--- src/rtl/pinmux_pkg.sv ---
package pinmux_pkg;

   // ------------------------------
   // Bus and field types
   // ------------------------------
   typedef logic [31:0] reg_data_t;   // Register data word
   typedef logic [7:0]  reg_addr_t;   // Byte address
   typedef logic [3:0]  reg_be_t;     // Byte enables
   typedef logic [4:0]  reg_idx_t;    // Word index, addr[6:2]

   typedef logic [31:0] gpio_vec_t;   // One bit per pin
   typedef logic [9:0]  pulse_cnt_t;  // 1us prescale count
   typedef logic [1:0]  core_rst_t;   // CPU core resets

   // Serial shift engine states
   typedef enum logic [1:0]
   {
      SER_IDLE,
      SER_SHIFT,
      SER_DONE
   } ser_state_t;

   // ------------------------------
   // Register word indices
   // ------------------------------
   localparam reg_idx_t REG_CHIP_ID       = 5'd0;
   localparam reg_idx_t REG_FUSE          = 5'd1;
   localparam reg_idx_t REG_GLBL_CFG1     = 5'd2;
   localparam reg_idx_t REG_GLBL_CFG2     = 5'd3;
   localparam reg_idx_t REG_GPIO_IN       = 5'd4;
   localparam reg_idx_t REG_GPIO_OUT      = 5'd5;
   localparam reg_idx_t REG_GPIO_DIR      = 5'd6;
   localparam reg_idx_t REG_GPIO_TYPE     = 5'd7;
   localparam reg_idx_t REG_IRQ           = 5'd8;
   localparam reg_idx_t REG_GPIO_INT_CLR  = 5'd9;   // W1C alias of status
   localparam reg_idx_t REG_GPIO_INT_SET  = 5'd10;  // W1S alias of status
   localparam reg_idx_t REG_GPIO_INT_MASK = 5'd11;
   localparam reg_idx_t REG_GPIO_POS_SEL  = 5'd12;
   localparam reg_idx_t REG_GPIO_NEG_SEL  = 5'd13;
   localparam reg_idx_t REG_BIST_CTRL     = 5'd28;
   localparam reg_idx_t REG_SER_WR        = 5'd30;
   localparam reg_idx_t REG_SER_RD        = 5'd31;

   // Manufacturer 8268, 2 cores, chip 3, rev 01
   localparam reg_data_t CHIP_ID_VALUE = 32'h8268_2301;
   localparam reg_data_t FUSE_RESET    = 32'hA55A_A55A;
   localparam reg_data_t IRQ_WR_MASK   = 32'h000F_07FF;  // Bits 10:0 and 19:16

   localparam int SER_BITS = 32;  // Serial chain length

   // Merge a write word into a register, lane by lane
   function automatic reg_data_t be_merge(input reg_data_t cur, input reg_data_t nxt,
                                          input reg_be_t be);
      reg_data_t res;
      res = cur;
      for (int i = 0; i < 4; i++)
      begin
         if (be[i])
            res[i*8 +: 8] = nxt[i*8 +: 8];
      end
      return res;
   endfunction

endpackage

--- src/rtl/reg_bus_slave.sv ---
`timescale 1ns/1ps

module reg_bus_slave import pinmux_pkg::*;
(
   input  logic      mclk,
   input  logic      h_reset_n,

   // External register bus
   input  logic      reg_cs,
   input  logic      reg_wr,
   input  reg_addr_t reg_addr,
   input  reg_data_t reg_wdata,
   input  reg_be_t   reg_be,
   output reg_data_t reg_rdata,
   output logic      reg_ack,

   // Read data back from the groups
   input  reg_data_t glbl_rdata,
   input  reg_data_t gpio_rdata,
   input  reg_data_t ser_rdata,
   input  logic      ser_sel,    // Serial access in progress
   input  logic      ser_ack,    // Shift engine finished

   // Decoded request, fanned out
   output logic      wr_en,
   output logic      rd_en,
   output logic      req_pedge,
   output reg_idx_t  reg_idx,
   output reg_data_t wdata,
   output reg_be_t   be
);

   logic      req_q;      // Request seen, not yet acked
   logic      req_d;      // One cycle later
   reg_data_t rd_merge;
   logic      non_ser_acc;

   // ------------------------------
   // Decode
   // ------------------------------
   assign reg_idx = reg_addr[6:2];       // Word index
   assign wr_en   = reg_cs & reg_wr;
   assign rd_en   = reg_cs & ~reg_wr;
   assign wdata   = reg_wdata;
   assign be      = reg_be;

   // Each group returns zero outside its own indices
   assign rd_merge = glbl_rdata | gpio_rdata | ser_rdata;

   assign non_ser_acc = reg_cs & ~ser_sel;

   // ------------------------------
   // Request edge detect
   // ------------------------------
   always_ff @(posedge mclk or negedge h_reset_n)
   begin
      if (!h_reset_n)
      begin
         req_q <= 1'b0;
         req_d <= 1'b0;
      end
      else
      begin
         req_q <= reg_cs & ~reg_ack;
         req_d <= req_q;
      end
   end

   assign req_pedge = req_q & ~req_d;  // Kicks off the shift engine

   // ------------------------------
   // Read data and acknowledge
   // ------------------------------
   always_ff @(posedge mclk or negedge h_reset_n)
   begin
      if (!h_reset_n)
      begin
         reg_rdata <= '0;
         reg_ack   <= 1'b0;
      end
      else if (ser_sel && ser_ack)
      begin
         reg_rdata <= rd_merge;       // Shift register from the engine
         reg_ack   <= 1'b1;
      end
      else if (non_ser_acc && !reg_ack)
      begin
         reg_rdata <= rd_merge;       // Single-cycle access
         reg_ack   <= 1'b1;
      end
      else
      begin
         reg_ack <= 1'b0;             // rdata holds
      end
   end

endmodule

--- src/rtl/glbl_cfg_regs.sv ---
`timescale 1ns/1ps

module glbl_cfg_regs import pinmux_pkg::*;
(
   input  logic       mclk,
   input  logic       h_reset_n,
   input  logic       wr_en,
   input  reg_idx_t   reg_idx,
   input  reg_data_t  wdata,
   input  reg_be_t    be,
   input  logic       gpio_intr,
   input  logic       usb_intr,
   input  logic       i2cm_intr,
   input  logic [1:0] ext_intr_in,
   output reg_data_t  rdata,
   output reg_data_t  fuse_mhartid,
   output core_rst_t  cpu_core_rst_n,
   output logic       cpu_intf_rst_n,
   output logic       qspim_rst_n,
   output logic       sspim_rst_n,
   output logic       uart_rst_n,
   output logic       i2cm_rst_n,
   output logic       usb_rst_n,
   output pulse_cnt_t cfg_pulse_1us,
   output logic [1:0] cfg_riscv_debug_sel,
   output logic [15:0] irq_lines,
   output logic       soft_irq,
   output logic [2:0] user_irq
);

   reg_data_t fuse_q;
   reg_data_t cfg1_q;    // Soft resets
   reg_data_t cfg2_q;    // Pulse count, debug select
   reg_data_t irq_q;     // Only IRQ_WR_MASK bits kept
   reg_data_t irq_word;

   always_ff @(posedge mclk or negedge h_reset_n)
   begin
      if (!h_reset_n)
      begin
         fuse_q <= FUSE_RESET;
         cfg1_q <= '0;                // All blocks held in reset
         cfg2_q <= '0;
         irq_q  <= '0;
      end
      else if (wr_en)
      begin
         case (reg_idx)
            REG_FUSE:      fuse_q <= be_merge(fuse_q, wdata, be);
            REG_GLBL_CFG1: cfg1_q <= be_merge(cfg1_q, wdata, be);
            REG_GLBL_CFG2: cfg2_q <= be_merge(cfg2_q, wdata, be);
            REG_IRQ:       irq_q  <= be_merge(irq_q, wdata, be) & IRQ_WR_MASK;
            default:       ;
         endcase
      end
   end

   // Live interrupt inputs at 15:11, top bits zero
   assign irq_word = irq_q | {16'h0, gpio_intr, ext_intr_in, usb_intr, i2cm_intr, 11'h0};

   assign irq_lines = irq_word[15:0];
   assign soft_irq  = irq_word[16];
   assign user_irq  = irq_word[19:17];

   assign fuse_mhartid = fuse_q;

   // Soft reset fan-out
   assign cpu_intf_rst_n = cfg1_q[0];
   assign qspim_rst_n    = cfg1_q[1];
   assign sspim_rst_n    = cfg1_q[2];
   assign uart_rst_n     = cfg1_q[3];
   assign i2cm_rst_n     = cfg1_q[4];
   assign usb_rst_n      = cfg1_q[5];
   assign cpu_core_rst_n = cfg1_q[9:8];   // One per core

   assign cfg_pulse_1us       = cfg2_q[9:0];
   assign cfg_riscv_debug_sel = cfg2_q[31:30];

   always_comb
   begin
      case (reg_idx)
         REG_CHIP_ID:   rdata = CHIP_ID_VALUE;
         REG_FUSE:      rdata = fuse_q;
         REG_GLBL_CFG1: rdata = cfg1_q;
         REG_GLBL_CFG2: rdata = cfg2_q;
         REG_IRQ:       rdata = irq_word;
         default:       rdata = '0;
      endcase
   end

endmodule

--- src/rtl/gpio_regs.sv ---
`timescale 1ns/1ps

module gpio_regs import pinmux_pkg::*;
(
   input  logic      mclk,
   input  logic      h_reset_n,
   input  logic      wr_en,
   input  reg_idx_t  reg_idx,
   input  reg_data_t wdata,
   input  reg_be_t   be,
   input  gpio_vec_t gpio_in_data,     // Async pad inputs
   input  gpio_vec_t gpio_int_event,   // From GPIO control block
   output reg_data_t rdata,
   output gpio_vec_t cfg_gpio_out_data,
   output gpio_vec_t cfg_gpio_data_in,
   output gpio_vec_t cfg_gpio_dir_sel,
   output gpio_vec_t cfg_gpio_out_type,
   output gpio_vec_t cfg_gpio_posedge_int_sel,
   output gpio_vec_t cfg_gpio_negedge_int_sel,
   output gpio_vec_t gpio_prev_indata,
   output logic      gpio_intr
);

   gpio_vec_t in_s1;
   gpio_vec_t in_s2;
   gpio_vec_t in_s3;
   gpio_vec_t out_q;
   gpio_vec_t dir_q;
   gpio_vec_t type_q;
   gpio_vec_t mask_q;
   gpio_vec_t pos_q;
   gpio_vec_t neg_q;
   gpio_vec_t int_sts_q;
   gpio_vec_t int_sts_nxt;

   // ------------------------------
   // Input synchroniser
   // ------------------------------
   always_ff @(posedge mclk or negedge h_reset_n)
   begin
      if (!h_reset_n)
      begin
         in_s1 <= '0;
         in_s2 <= '0;
         in_s3 <= '0;
      end
      else
      begin
         in_s1 <= gpio_in_data;
         in_s2 <= in_s1;
         in_s3 <= in_s2;       // Readback stage
      end
   end

   assign cfg_gpio_data_in = in_s3;
   assign gpio_prev_indata = in_s2;  // For edge detect downstream

   // ------------------------------
   // Config and mask registers
   // ------------------------------
   always_ff @(posedge mclk or negedge h_reset_n)
   begin
      if (!h_reset_n)
      begin
         out_q  <= '0;
         dir_q  <= '0;
         type_q <= '0;
         mask_q <= '0;
         pos_q  <= '0;
         neg_q  <= '0;
      end
      else if (wr_en)
      begin
         case (reg_idx)
            REG_GPIO_OUT:      out_q  <= be_merge(out_q, wdata, be);
            REG_GPIO_DIR:      dir_q  <= be_merge(dir_q, wdata, be);
            REG_GPIO_TYPE:     type_q <= be_merge(type_q, wdata, be);
            REG_GPIO_INT_MASK: mask_q <= be_merge(mask_q, wdata, be);
            REG_GPIO_POS_SEL:  pos_q  <= be_merge(pos_q, wdata, be);
            REG_GPIO_NEG_SEL:  neg_q  <= be_merge(neg_q, wdata, be);
            default:           ;
         endcase
      end
   end

   assign cfg_gpio_out_data        = out_q;
   assign cfg_gpio_dir_sel         = dir_q;
   assign cfg_gpio_out_type        = type_q;
   assign cfg_gpio_posedge_int_sel = pos_q;
   assign cfg_gpio_negedge_int_sel = neg_q;

   // ------------------------------
   // Interrupt status
   // ------------------------------
   // Per lane: W1C, else W1S, then events OR in on top
   always_comb
   begin
      int_sts_nxt = int_sts_q;
      for (int i = 0; i < 4; i++)
      begin
         if (wr_en && be[i] && reg_idx == REG_GPIO_INT_CLR)
            int_sts_nxt[i*8 +: 8] = int_sts_q[i*8 +: 8] & ~wdata[i*8 +: 8];
         else if (wr_en && be[i] && reg_idx == REG_GPIO_INT_SET)
            int_sts_nxt[i*8 +: 8] = int_sts_q[i*8 +: 8] | wdata[i*8 +: 8];
      end
      int_sts_nxt = int_sts_nxt | gpio_int_event;   // Event beats clear
   end

   always_ff @(posedge mclk or negedge h_reset_n)
   begin
      if (!h_reset_n)
         int_sts_q <= '0;
      else
         int_sts_q <= int_sts_nxt;
   end

   assign gpio_intr = |(int_sts_q & mask_q);   // To the IRQ register

   always_comb
   begin
      case (reg_idx)
         REG_GPIO_IN:       rdata = in_s3;
         REG_GPIO_OUT:      rdata = out_q;
         REG_GPIO_DIR:      rdata = dir_q;
         REG_GPIO_TYPE:     rdata = type_q;
         REG_GPIO_INT_CLR,
         REG_GPIO_INT_SET:  rdata = int_sts_q;   // Both aliases read status
         REG_GPIO_INT_MASK: rdata = mask_q;
         REG_GPIO_POS_SEL:  rdata = pos_q;
         REG_GPIO_NEG_SEL:  rdata = neg_q;
         default:           rdata = '0;
      endcase
   end

endmodule

--- src/rtl/bist_ser_port.sv ---
`timescale 1ns/1ps

module bist_ser_port import pinmux_pkg::*;
(
   input  logic      mclk,
   input  logic      h_reset_n,
   input  logic      wr_en,
   input  logic      rd_en,
   input  logic      req_pedge,   // First cycle of a new request
   input  reg_idx_t  reg_idx,
   input  reg_data_t wdata,
   input  reg_be_t   be,
   input  logic      bist_sdo,    // Chain output
   output reg_data_t rdata,
   output logic      ser_sel,
   output logic      ser_ack,
   output logic      bist_en,
   output logic      bist_run,
   output logic      bist_load,
   output logic      bist_sdi,
   output logic      bist_shift
);

   reg_data_t                     ctrl_q;
   reg_data_t                     shift_q;
   logic [$clog2(SER_BITS)-1:0]   shift_cnt;
   ser_state_t                    state;

   // BIST control register
   always_ff @(posedge mclk or negedge h_reset_n)
   begin
      if (!h_reset_n)
         ctrl_q <= '0;
      else if (wr_en && reg_idx == REG_BIST_CTRL)
         ctrl_q <= be_merge(ctrl_q, wdata, be);
   end

   assign bist_en   = ctrl_q[0];
   assign bist_run  = ctrl_q[1];
   assign bist_load = ctrl_q[2];

   assign ser_sel = (wr_en && reg_idx == REG_SER_WR) || (rd_en && reg_idx == REG_SER_RD);

   // ------------------------------
   // Serial shift engine
   // ------------------------------
   always_ff @(posedge mclk or negedge h_reset_n)
   begin
      if (!h_reset_n)
      begin
         state     <= SER_IDLE;
         shift_cnt <= '0;
         shift_q   <= '0;
      end
      else
      begin
         case (state)
            SER_IDLE:
            begin
               if (req_pedge && ser_sel)
               begin
                  if (wr_en)
                     shift_q <= wdata;   // Read keeps current content
                  shift_cnt <= '0;
                  state     <= SER_SHIFT;
               end
            end
            SER_SHIFT:
            begin
               shift_q   <= {bist_sdo, shift_q[SER_BITS-1:1]};  // LSB out, sdo in at top
               shift_cnt <= shift_cnt + 1'b1;
               if (shift_cnt == $bits(shift_cnt)'(SER_BITS - 1))
                  state <= SER_DONE;
            end
            default:
               state <= SER_IDLE;     // SER_DONE, one cycle
         endcase
      end
   end

   assign bist_shift = (state == SER_SHIFT);
   assign bist_sdi   = shift_q[0];
   assign ser_ack    = (state == SER_DONE);

   always_comb
   begin
      case (reg_idx)
         REG_BIST_CTRL:         rdata = ctrl_q;
         REG_SER_WR,
         REG_SER_RD:            rdata = shift_q;   // Last shifted-in word
         default:               rdata = '0;
      endcase
   end

endmodule

--- src/rtl/pinmux_reg.sv ---
`timescale 1ns/1ps

module pinmux_reg import pinmux_pkg::*;
(
   input  logic        mclk,
   input  logic        h_reset_n,

   // Register bus
   input  logic        reg_cs,
   input  logic        reg_wr,
   input  reg_addr_t   reg_addr,
   input  reg_data_t   reg_wdata,
   input  reg_be_t     reg_be,
   output reg_data_t   reg_rdata,
   output logic        reg_ack,

   // Soft resets
   output core_rst_t   cpu_core_rst_n,
   output logic        cpu_intf_rst_n,
   output logic        qspim_rst_n,
   output logic        sspim_rst_n,
   output logic        uart_rst_n,
   output logic        i2cm_rst_n,
   output logic        usb_rst_n,

   // RISC-V config and interrupts
   input  logic [1:0]  ext_intr_in,
   input  logic        usb_intr,
   input  logic        i2cm_intr,
   output reg_data_t   fuse_mhartid,
   output logic [15:0] irq_lines,
   output logic        soft_irq,
   output logic [2:0]  user_irq,
   output pulse_cnt_t  cfg_pulse_1us,
   output logic [1:0]  cfg_riscv_debug_sel,

   // GPIO
   input  gpio_vec_t   gpio_in_data,
   input  gpio_vec_t   gpio_int_event,
   output gpio_vec_t   cfg_gpio_out_data,
   output gpio_vec_t   cfg_gpio_data_in,
   output gpio_vec_t   cfg_gpio_dir_sel,
   output gpio_vec_t   cfg_gpio_out_type,
   output gpio_vec_t   cfg_gpio_posedge_int_sel,
   output gpio_vec_t   cfg_gpio_negedge_int_sel,
   output gpio_vec_t   gpio_prev_indata,

   // BIST
   output logic        bist_en,
   output logic        bist_run,
   output logic        bist_load,
   output logic        bist_sdi,
   output logic        bist_shift,
   input  logic        bist_sdo
);

   logic      wr_en;
   logic      rd_en;
   logic      req_pedge;
   reg_idx_t  reg_idx;
   reg_data_t wdata;
   reg_be_t   be;
   reg_data_t glbl_rdata;
   reg_data_t gpio_rdata;
   reg_data_t ser_rdata;
   logic      ser_sel;
   logic      ser_ack;
   logic      gpio_intr;

   reg_bus_slave u_bus
   (
      .mclk       (mclk),
      .h_reset_n  (h_reset_n),
      .reg_cs     (reg_cs),
      .reg_wr     (reg_wr),
      .reg_addr   (reg_addr),
      .reg_wdata  (reg_wdata),
      .reg_be     (reg_be),
      .reg_rdata  (reg_rdata),
      .reg_ack    (reg_ack),
      .glbl_rdata (glbl_rdata),
      .gpio_rdata (gpio_rdata),
      .ser_rdata  (ser_rdata),
      .ser_sel    (ser_sel),
      .ser_ack    (ser_ack),
      .wr_en      (wr_en),
      .rd_en      (rd_en),
      .req_pedge  (req_pedge),
      .reg_idx    (reg_idx),
      .wdata      (wdata),
      .be         (be)
   );

   glbl_cfg_regs u_glbl
   (
      .mclk                (mclk),
      .h_reset_n           (h_reset_n),
      .wr_en               (wr_en),
      .reg_idx             (reg_idx),
      .wdata               (wdata),
      .be                  (be),
      .gpio_intr           (gpio_intr),
      .usb_intr            (usb_intr),
      .i2cm_intr           (i2cm_intr),
      .ext_intr_in         (ext_intr_in),
      .rdata               (glbl_rdata),
      .fuse_mhartid        (fuse_mhartid),
      .cpu_core_rst_n      (cpu_core_rst_n),
      .cpu_intf_rst_n      (cpu_intf_rst_n),
      .qspim_rst_n         (qspim_rst_n),
      .sspim_rst_n         (sspim_rst_n),
      .uart_rst_n          (uart_rst_n),
      .i2cm_rst_n          (i2cm_rst_n),
      .usb_rst_n           (usb_rst_n),
      .cfg_pulse_1us       (cfg_pulse_1us),
      .cfg_riscv_debug_sel (cfg_riscv_debug_sel),
      .irq_lines           (irq_lines),
      .soft_irq            (soft_irq),
      .user_irq            (user_irq)
   );

   gpio_regs u_gpio
   (
      .mclk                     (mclk),
      .h_reset_n                (h_reset_n),
      .wr_en                    (wr_en),
      .reg_idx                  (reg_idx),
      .wdata                    (wdata),
      .be                       (be),
      .gpio_in_data             (gpio_in_data),
      .gpio_int_event           (gpio_int_event),
      .rdata                    (gpio_rdata),
      .cfg_gpio_out_data        (cfg_gpio_out_data),
      .cfg_gpio_data_in         (cfg_gpio_data_in),
      .cfg_gpio_dir_sel         (cfg_gpio_dir_sel),
      .cfg_gpio_out_type        (cfg_gpio_out_type),
      .cfg_gpio_posedge_int_sel (cfg_gpio_posedge_int_sel),
      .cfg_gpio_negedge_int_sel (cfg_gpio_negedge_int_sel),
      .gpio_prev_indata         (gpio_prev_indata),
      .gpio_intr                (gpio_intr)
   );

   bist_ser_port u_bist
   (
      .mclk       (mclk),
      .h_reset_n  (h_reset_n),
      .wr_en      (wr_en),
      .rd_en      (rd_en),
      .req_pedge  (req_pedge),
      .reg_idx    (reg_idx),
      .wdata      (wdata),
      .be         (be),
      .bist_sdo   (bist_sdo),
      .rdata      (ser_rdata),
      .ser_sel    (ser_sel),
      .ser_ack    (ser_ack),
      .bist_en    (bist_en),
      .bist_run   (bist_run),
      .bist_load  (bist_load),
      .bist_sdi   (bist_sdi),
      .bist_shift (bist_shift)
   );

endmodule

--- config.mk ---
export PLATFORM = sky130hd
export DESIGN_NAME = pinmux_reg
export DESIGN_NICKNAME = d
export VERILOG_FILES = /design/src/rtl/pinmux_pkg.sv /design/src/rtl/reg_bus_slave.sv /design/src/rtl/glbl_cfg_regs.sv /design/src/rtl/gpio_regs.sv /design/src/rtl/bist_ser_port.sv /design/src/rtl/pinmux_reg.sv
export SDC_FILE = /design/constraint.sdc
export NUM_CORES = 1
export LEC_CHECK = 0
export ABC_AREA = 1
export BUFFER_PORTS_ARGS = -buffer_cell sky130_fd_sc_hd__buf_2
export CELL_PAD_IN_SITES_DETAIL_PLACEMENT = 0
export CELL_PAD_IN_SITES_GLOBAL_PLACEMENT = 1
export CORE_ASPECT_RATIO = 0.8
export CORE_MARGIN = 1
export CORE_UTILIZATION = 41
export DETAILED_ROUTE_END_ITERATION = 16
export HOLD_SLACK_MARGIN = 0.06
export PLACE_DENSITY_LB_ADDON = 0.1
export SYNTH_ARGS = -nofsm -noshare
export SYNTH_HDL_FRONTEND = slang
export SYNTH_SLANG_ARGS = --single-unit
export TNS_END_PERCENT = 1
--- constraint.sdc ---
create_clock -name mclk -period 1.7 [get_ports mclk]
set_clock_uncertainty 0.1 [all_clocks]
set_input_delay 0.085 -clock mclk [delete_from_list [all_inputs] [get_ports mclk]]
set_output_delay 0.085 -clock mclk [all_outputs]
set_load 0.01 [all_outputs]
# Word level (Yosys, flattened, before mapping)
# Cells that the tools add are included.
[classes]
n_addsub = 1
n_mul = 0
div_mod_pow = 0
magnitude_cmp = 0
n_eq_ne = 22
shift = 0
muxes = 23
bitwise = 26
n_reduce_logical = 73
[op_table]
columns = ["operator", "count"]
rows = [
  ["32-bit case mux with 8 select lines", 1],
  ["32-bit case mux with 5 select lines", 1],
  ["32-bit 2-to-1 mux", 4],
  ["32-bit case mux with 2 select lines", 2],
  ["3-bit AND reduction", 40],
  ["32-bit bitwise OR", 3],
  ["8-bit 2-to-1 mux", 8],
  ["32-bit AND", 1],
  ["8-bit AND", 4],
  ["8-bit NOT", 4],
  ["8-bit bitwise OR", 4],
  ["32-bit OR reduction", 1],
  ["5-bit by 4-bit == test with 1-bit output (second input constant)", 6],
  ["5-bit by 3-bit == test with 1-bit output (second input constant)", 4],
  ["5-bit == test (second input constant)", 4],
  ["20-bit by 16-bit bitwise OR with 20-bit output", 1],
  ["1-bit logical AND", 18],
  ["2-bit AND reduction", 6],
  ["5-bit by 2-bit == test with 1-bit output (second input constant)", 2],
  ["5-bit case mux with 2 select lines", 1],
  ["2-bit by 1-bit inequality test with 1-bit output (second input constant)", 3],
  ["5-bit by 1-bit adder with 5-bit output (second input constant)", 1],
  ["1-bit AND", 5],
  ["5-bit by 1-bit == test with 1-bit output (second input constant)", 1],
  ["other kinds (13)", 20],
]
[word_totals]
register_bits = 537
latch_bits = 0
mem_bits_rw = 0
rom_bits = 0
input_bits = 117
out_inout_bits = 334
word_cells = 199
n_memories = 0

# Longest topological paths before layout
# Gate-level depths: netlist of run 1.
[logic_depth]
ltp_word = 9
ltp_mapped = 13
mapped_depth_nobuf = 12

# By module
# A second synthesis of run 1 with hierarchy kept.
[unflattened]
hier_cells = 3159
hier_area_um2 = 25154.1
[modules_own_cells]
columns = ["mod", "instances", "cells_per_inst", "area_each_um2", "seq_area_each_um2"]
rows = [
  ["gpio_regs", 1, 1632, 13651.8, 8007.7],
  ["glbl_cfg_regs", 1, 726, 5634.2, 2797.7],
  ["bist_ser_port", 1, 505, 3736.1, 1776.7],
  ["reg_bus_slave", 1, 296, 2132.0, 875.8],
]

# Least setup slack after synthesis of run 1
# OpenSTA, ideal clock, no wires.
[synth_path]
path_type = "register -> register"
startpoint = "register u_bist.state[1]"
endpoint = "register u_bist.shift_q[30]"
setup_time_ps = 126
arrival_ps = 1433
slack_ps = 41
path_stages_with_launch = 7
n_path_buf = 2
synth_period_minus_slack_ps = 1659
cell_sequence = "dfrtp_1 nor2_2 inv_1 buf_2 clkbuf_1 o21ai_0 a21oi_1"
[synth_via]
elab_chain_cells = 3
elab_cells_between_ends = 7
[synth_rtl]
columns = ["item", "line", "rtl"]
rows = [
  ["start, declared", "bist_ser_port.sv:27", "ser_state_t state;"],
  ["start signal, assigned", "bist_ser_port.sv:51", "state <= SER_IDLE;"],
  ["start signal, assigned", "bist_ser_port.sv:65", "state <= SER_SHIFT;"],
  ["start signal, assigned", "bist_ser_port.sv:73", "state <= SER_DONE;"],
  ["2-bit by 1-bit == test with 1-bit output *", "--", ""],
  ["named net bist_shift", "pinmux_reg.sv:53", "output logic bist_shift,"],
  ["2-bit nonzero test (no source line)", "--", ""],
  ["3-bit AND reduction (no source line)", "--", ""],
  ["end signal, assigned", "bist_ser_port.sv:63", "shift_q <= wdata;"],
  ["end signal, assigned", "bist_ser_port.sv:70", "shift_q <= {bist_sdo, shift_q[SER_BITS-1:1]};"],
  ["end, declared", "bist_ser_port.sv:25", "reg_data_t shift_q;"],
]
# The timed path passes the listed nets; every way through them passes the cells marked *.
# A chain may end at the register's enable or synchronous reset.

# Worst setup path in the final report of run 1
[layout_path]
startpoint = "register u_gpio.int_sts_q[16]"
endpoint = "output port irq_lines[15]"
[layout_via]
elab_chain_cells = 3
[layout_rtl]
columns = ["item", "line", "rtl"]
rows = [
  ["start, declared", "gpio_regs.sv:33", "gpio_vec_t int_sts_q;"],
  ["start signal, assigned", "gpio_regs.sv:114", "int_sts_q <= int_sts_nxt;"],
  ["32-bit AND", "gpio_regs.sv:117", "assign gpio_intr = |(int_sts_q & mask_q);"],
  ["32-bit OR reduction", "gpio_regs.sv:117", ""],
  ["20-bit by 16-bit bitwise OR with 20-bit output", "glbl_cfg_regs.sv:59", "assign irq_word = irq_q | {16'h0, gpio_intr, ext_intr_in, usb_intr, i2cm_intr, 11'h0};"],
  ["end, declared", "pinmux_reg.sv:31", "output logic [15:0] irq_lines,"],
]
# Every way passes these cells.

==> flow_summary.toml, run 1 <==
[floorplan]
die_x_um = 265.1
start_util = 0.4183
core_mm2 = 0.05430
rows = 76
design.die.area_mm2 = 0.05634
num_io_pins = 451
die_y_um = 212.5

[synth]
synth_fp_nets = 2833
netlist_area_mm2 = 0.02271
yosysSeqAreaShare = 0.5926
ys_seq_elements = 537
synth.avg_cell_area_um2 = 8.368
synth.distinct_cells = 32
synth_cells = 2714
yosysWarningCount = 0

[sta]
hold_violations = 0
post-route-period-util = 1.163
rsz0062_at_grt = "yes"
whs_ns = 0.03584
max_freq_ghz = 0.5058
fin_ws_ns = -0.2771
slew_headroom = 0.3478
finalSetupViolCount = 1
setup_tns_ns = -0.2771
slew_violations = 0
fin_crit_ns = 1.977
worst_pin_slew_ns = 0.9782

[power_and_ir_drop]
ir_worst_vdd_mv = 0.8662
power.density_mw_per_mm2 = 1049
power.leakage_uw = 0.01550

[critical_path]
cp_max_fo = 2
path_class = "reg -> out"
required_ns = 1.51
startpoint_type = "flip-flop"
r2r_cells = 9
cp-end-kind = "primary output"
arrival_ns = 1.79

[place]
port_buffers = 447
dp_hpwl_mm = 56.81
gp_congestion = 0.8938
dpl_worst_slack_ns = -0.07712

[global_route]
grt_max_degree = 83
grt_pass1_wl_mm = 119.4
grt_pass1_vias = 20380
gr-usage-all-layers = 0.2782
gr-total-overflow = 0
antenna_found_initial = 2

[detailed_routing]
wire_per_inst_um = 18.91
ant_nets = 0
drtIter0Drc = 1944
wl_mm = 78.74
vias = 20850
route.detailed.drc = 0
via_per_inst = 5.007
firstDrtPassIters = 7

[outcome]
violations = "setup timing"
outcome = "finished with violations"

[clock_tree]
clockBufferDepth = 3
htree_levels = 2
cts-buffers-inserted = 56
root_buffer = "clkbuf_16"
clock_sinks = 537
clkLatencyLatePin_ns = 0.63
tritoncts = "built"
clkSlewWorstSetupHoldPaths_ns = 0.07

[run]
cap_violations = 0

[hold_path]
min_path_type = "in -> reg"
holdPathStages = 6

[cells_and_area]
drive_gt1_frac = 0.2186
fin_util = 0.5597
fin_nets = 3492
areaGrowthSynthToFinish_pct = 33.82
stage by stage:
stage	power [uW]	instances	cell area (um2)
floorplan	17160	2714	22710
global placement	19320	3890	26750
detailed placement	19450	3890	26750
CTS	32180	4162	30320
global route	33360	4162	30390
finish	31890	4163	30390
flip-flops by register name (all words and copies together) (netlist names):
signal                           count
u_bus.reg_ack                        1
u_glbl.cfg1_q                       32
u_gpio.cfg_gpio_negedge_int_sel     32
u_gpio.cfg_gpio_data_in             32
u_gpio.cfg_gpio_out_type            32
u_bist.state                         2
u_bist.shift_q                      32
u_bus.req_d                          1
u_gpio.in_s1                        32
u_bist.ctrl_q                       32
u_gpio.cfg_gpio_dir_sel             32
u_gpio.cfg_gpio_posedge_int_sel     32
u_gpio.cfg_gpio_out_data            32
u_bus.reg_rdata                     32
u_gpio.int_sts_q                    32
u_gpio.mask_q                       32
u_bist.shift_cnt                     5
u_glbl.fuse_mhartid                 32
u_gpio.gpio_prev_indata             32
u_bus.req_q                          1
u_glbl.irq_q                        15
u_glbl.cfg2_q                       32
final timing paths:
path	start	end	slack (ns)
max	u_gpio.int_sts_q[16]	irq_lines[15]	-0.28
min reg2reg	u_gpio.in_s1[20]	u_gpio.gpio_prev_indata[20]	0.25
max reg2reg	u_bist.state[0]	u_bus.reg_rdata[10]	0.12
min in group asynchronous	h_reset_n	u_bist.shift_q[26]	0.11
max in group asynchronous	h_reset_n	u_glbl.cfg2_q[20]	0.35
min	reg_addr[3]	u_bus.reg_ack	0.04
synth_stat cells, drive strengths merged:
cell / instances / area (um2)
nor2: 276 / 1104
xor2: 1 / 8.760
o21ai: 424 / 2122
nand3b: 1 / 7.510
clkbuf: 83 / 311.6
ha: 2 / 25.02
a22o: 3 / 26.28
dfstp: 16 / 420.4
nor3: 1 / 16.27
o22ai: 5 / 31.28
inv: 126 / 473.0
a22oi: 1 / 7.510
nand2: 1019 / 3837
dfrtp: 521 / 13040
nand4: 13 / 87.58
a21oi: 47 / 246.5
nand3: 98 / 500.5
o211ai: 1 / 7.510
nor3b: 1 / 7.510
buf: 72 / 414.2
a31oi: 2 / 12.51
or2: 1 / 6.260
cell usage in the layout (no fill, tap or decap), types with 3 or more instances in the layout:
cell type      synthesis  final
dfstp_2               16     16
o21ai_0              389    386
nor2_1               265    261
a21oi_1               46     46
nand4_1               12     12
nor2_4                 8     11
nand2_4                0      3
a22o_1                 3      3
clkinv_2               0     15
inv_2                 11     11
buf_2                 49    444
buf_12                 0     41
clkinv_8               0      3
clkinv_4               0      3
clkbuf_16              0     56
inv_1                115    110
clkbuf_1              83      9
nand2_2                5      6
nand3_1               96     95
buf_4                 22     96
dlygate4sd3_1          0    165
o21ai_1               35     38
o22ai_1                5      5
nor2_2                 3      4
clkbuf_8               0     13
dfrtp_1              521    521
nand2_1             1014   1010
clkinvlp_4             0      8
buf_6                  0      7
where the power goes:
part / total (uW) / leakage [uW] / internal, uW / switching (uW)
clock network: 12400 / 0.000919 / 6970 / 5410
registers: 15200 / 0.00677 / 14100 / 1070
logic: 4300 / 0.00780 / 1770 / 2540
per-layer routing:
metal | global-route usage | routed length [um] | vias up
li1 | - | - | 9957
met3 | 0.04390 | 4864 | 109
met1 | 0.3951 | 35700 | 10090
met4 | 0.07754 | 1969 | 0
met2 | 0.4422 | 36210 | 687
met5 | 0 | 0 | -
logic make-up after synthesis:
family	after synthesis	share of synthesized area
adders and majority gates	2	0.001102
AOI/OAI and AO/OA	483	0.1080
buffers and inverters	281	0.05278
and+or+nand+nor	1410	0.2451
DFF	537	0.5926
xor gates and xnor gates	1	0.0003857
final cells by class:
cell class / instances / area, um2
well taps: 741 / 927.1
repair buffers: 756 / 5534
clock buffers: 78 / 1614
diodes: 1 / 2.502
multi-input cells: 1896 / 8117
flip-flops and latches: 537 / 13460
clock inverters: 28 / 249.0
inverters: 126 / 490.5
fillers: 5040 / 23910
worst max-delay path, stage by stage (launching register included):
cell and delay (ns):
dfrtp_1 0.39, nand2_1 0.07, nand2_1 0.07, nor2_2 0.15, nand2_1 0.07, nor2_1 0.10
buf_4 0.14, nand2_4 0.06, buf_6 0.13
repair_timing:
item	CTS	global route
resized for setup	8	23
cloned	0	0
hold buffers	167	0
hold endpoints to repair	972	0
pin swaps	6	2
setup endpoints to repair	3	65
setup buffers	0	0
Note: power is estimated with default switching activity, not from simulation.
==> run 2: changes to the inputs <==
Settings changed: ABC_AREA 1 to not set, CORE_UTILIZATION 41 to 44, MAX_ROUTING_LAYER set to met4.
==> run 2 against run 1 <==
Effect of this change:
- the run still ends with setup timing left
- routed wire length increased by 8.9%
- largest cell class unchanged
- sequential power barely moved
- via count is 11% lower
- flip-flop and latch count is the same
- critical endpoint unchanged
==> flow_summary.toml, run 2 <==
[detailed_routing]
route.detailed.drc = 0
vias = 18480
drtIter0Drc = 1721
ant_nets = 0
via_per_inst = 5.775
firstDrtPassIters = 6
wl_mm = 85.75
wire_per_inst_um = 26.80

[cells_and_area]
multi_input_area_mm2 = 0.008417
fin_util = 0.6273
seqCellArea_mm2 = 0.01346
final_common_cell = "dfrtp_1"
layout_common_cells = "dfrtp_1 (520), buf_2 (445), mux2_2 (327), buf_4 (182), a22oi_1 (174)"
drive_gt1_frac = 0.4855
nFillCells = 4014
areaGrowthSynthToFinish_pct = 40.09
fin_nets = 2597

[global_route]
grt_max_degree = 63
gr-usage-all-layers = 0.3415
grt_pass1_wl_mm = 124.9
antenna_found_initial = 2
gr-total-overflow = 0
grt_pass1_vias = 18750

[critical_path]
cp-end-kind = "primary output"
r2r_end = "u_bus.reg_rdata[15]"
regToRegSetupSlack_ns = -0.24
timing.rr.start = "u_gpio.int_sts_q[10]"
r2r_cells = 7
path_class = "reg -> out"
required_ns = 1.51
startpoint_type = "flip-flop"
cp_max_fo = 2
arrival_ns = 2.16

[floorplan]
design.die.area_mm2 = 0.05166
start_util = 0.4477
core_mm2 = 0.04987
num_io_pins = 451
die_x_um = 253.9
die_y_um = 203.5
rows = 73

[power_and_ir_drop]
p_seq_frac = 0.475
intPower_uw = 23510
power_frac_clock = 0.383
power.density_mw_per_mm2 = 1032
swShare = 0.2717
power.leakage_uw = 0.01488
switchingPower_uw = 8773
total_power_uw = 32280
ir_worst_vdd_mv = 0.7593
pwr-share-comb = 0.142

[synth]
synth_edf_count = 0
synthMuxAreaShare = 0.1712
yosysWarningCount = 0
synth_top_area_share = 0.5839
netlist_area_mm2 = 0.02233
synthTopCellsByArea = "dfrtp_1 (58%), mux2_2 (17%), a22oi_1 (6.1%), nand2_1 (2.2%), a21o_1 (2.2%)"
synth-xor-area-share = 0.001177
synth_compound_area_frac = 0.1259
synth.distinct_cells = 50
synth_cells = 1695
ys_seq_elements = 537
synth_top_family_by_area = "multiplexers"
synthFlopType = "dfrtp_1"
synth.avg_cell_area_um2 = 13.17
yosysMostFrequentCell = "dfrtp_1"
synth-simple-area-share = 0.06976
async_flop_share = 1.000
synth_common_cells = "dfrtp_1 (521), mux2_2 (328), a22oi_1 (181)"
synthAdderAreaFrac = 0.001121
synth_fp_nets = 1814
yosysSeqAreaShare = 0.6027
synth_top_cell_by_area = "dfrtp_1"

[sta]
slew_violations = 0
worst_pin_slew_ns = 0.6791
fin_crit_ns = 2.349
setup_tns_ns = -2.609
max_freq_ghz = 0.4257
finalSetupViolCount = 35
post-route-period-util = 1.382
hold_violations = 0
whs_ns = 0.1086
rsz0062_at_grt = "yes"
slew_headroom = 0.5438
fin_ws_ns = -0.6490

[outcome]
outcome = "finished with violations"
violations = "setup timing"

[hold_path]
min-delay-start = "gpio_int_event[19]"
whs_endpoint = "u_gpio.int_sts_q[19]"
holdPathStages = 3
min_path_type = "in -> reg"

[clock_tree]
clkSlewWorstSetupHoldPaths_ns = 0.06
root_buffer = "clkbuf_16"
clock_sinks = 537
htree_levels = 2
cts-buffers-inserted = 54
clockBufferDepth = 3
clkLatencyLatePin_ns = 0.60
tritoncts = "built"

[place]
gp_congestion = 0.9733
dpl_worst_slack_ns = -0.3628
port_buffers = 447
dp_hpwl_mm = 60.20

[run]
cap_violations = 0
## run 2: changes by cell type after synthesis, sizes merged, moves of 64 or more
| cell | previous run | this run |
|---|---|---|
| nand2 | 1019 | 130 |
| nor2 | 276 | 104 |
| inv | 126 | 1 |
| mux2 | 0 | 336 |
| a22oi | 1 | 181 |
| a21o | 0 | 64 |
| nand3 | 98 | 29 |
| o21ai | 424 | 7 |
## run 2: layout make-up
type,instances,area share
Sequential cell,537,0.4303
Multi-Input combinational cell,1030,0.2691
Timing Repair Buffer,854,0.2154
Clock buffer,85,0.05080
Tap cell,675,0.02700
Clock inverter,16,0.007160
Inverter,1,0.0002000
Antenna cell,2,0.0001600
## run 2: cells by family after synthesis
logic type / Yosys count
buf+inv: 128
compound gates: 364
flops: 537
fa+ha+maj: 2
xor+xnor: 3
mux: 337
simple gates: 324
## run 2: critical path, stage by stage (launching register included)
cell	delay, ns
dfrtp_1	0.39
a22oi_2	0.21
buf_4	0.17
nand4_1	0.09
or4_4	0.54
buf_6	0.15
## run 2: repair_timing
item                                    4_1_cts  5_1_grt
hold endpoints to repair                    972        0
pin swaps                                     5       12
endpoints found under the setup margin       58       61
setup buffers                                 0        1
hold buffers                                137        0
resized for setup                            16       13
## run 2: worst max-delay path by stage
stage | depth (start not counted) | endpoint | slack [ns] | from
floorplan | 6 | u_glbl.irq_q[0] | -0.02 | reg_addr[6]
global placement | 7 | u_glbl.fuse_mhartid[11] | -0.38 | reg_addr[4]
detailed placement | 7 | u_glbl.fuse_mhartid[9] | -0.36 | reg_addr[5]
CTS | 5 | irq_lines[15] | -0.68 | u_gpio.int_sts_q[13]
global route | 5 | irq_lines[15] | -0.69 | u_gpio.int_sts_q[9]
finish | 5 | irq_lines[15] | -0.65 | u_gpio.int_sts_q[10]
## run 2: power groups by stage
stage / Clock (uW) / Combinational, uW / Sequential (uW)
global placement: 0 / 4190 / 15500
CTS: 12400 / 4560 / 15300
detailed placement: 0 / 4270 / 15500
finish: 12400 / 4590 / 15300
floorplan: 0 / 1830 / 15400
global route: 13000 / 4970 / 15500
## run 2: layer usage
layer	wire, um	vias to the layer above	track usage
met3	5617	157	0.05080
met2	38730	855	0.4978
met1	39070	9593	0.4950
li1	-	7875	-
met5	0	-	-
met4	2333	0	0.09875
## run 2: per-stage QoR
| step | area (um2) | std cells |
|---|---|---|
| 2_1_floorplan | 22360 | 1695 |
| 3_3_place_gp | 27960 | 2960 |
| 3_5_place_dp | 27960 | 2960 |
| 4_1_cts | 31210 | 3197 |
| 5_1_grt | 31280 | 3200 |
| 6_report | 31280 | 3200 |
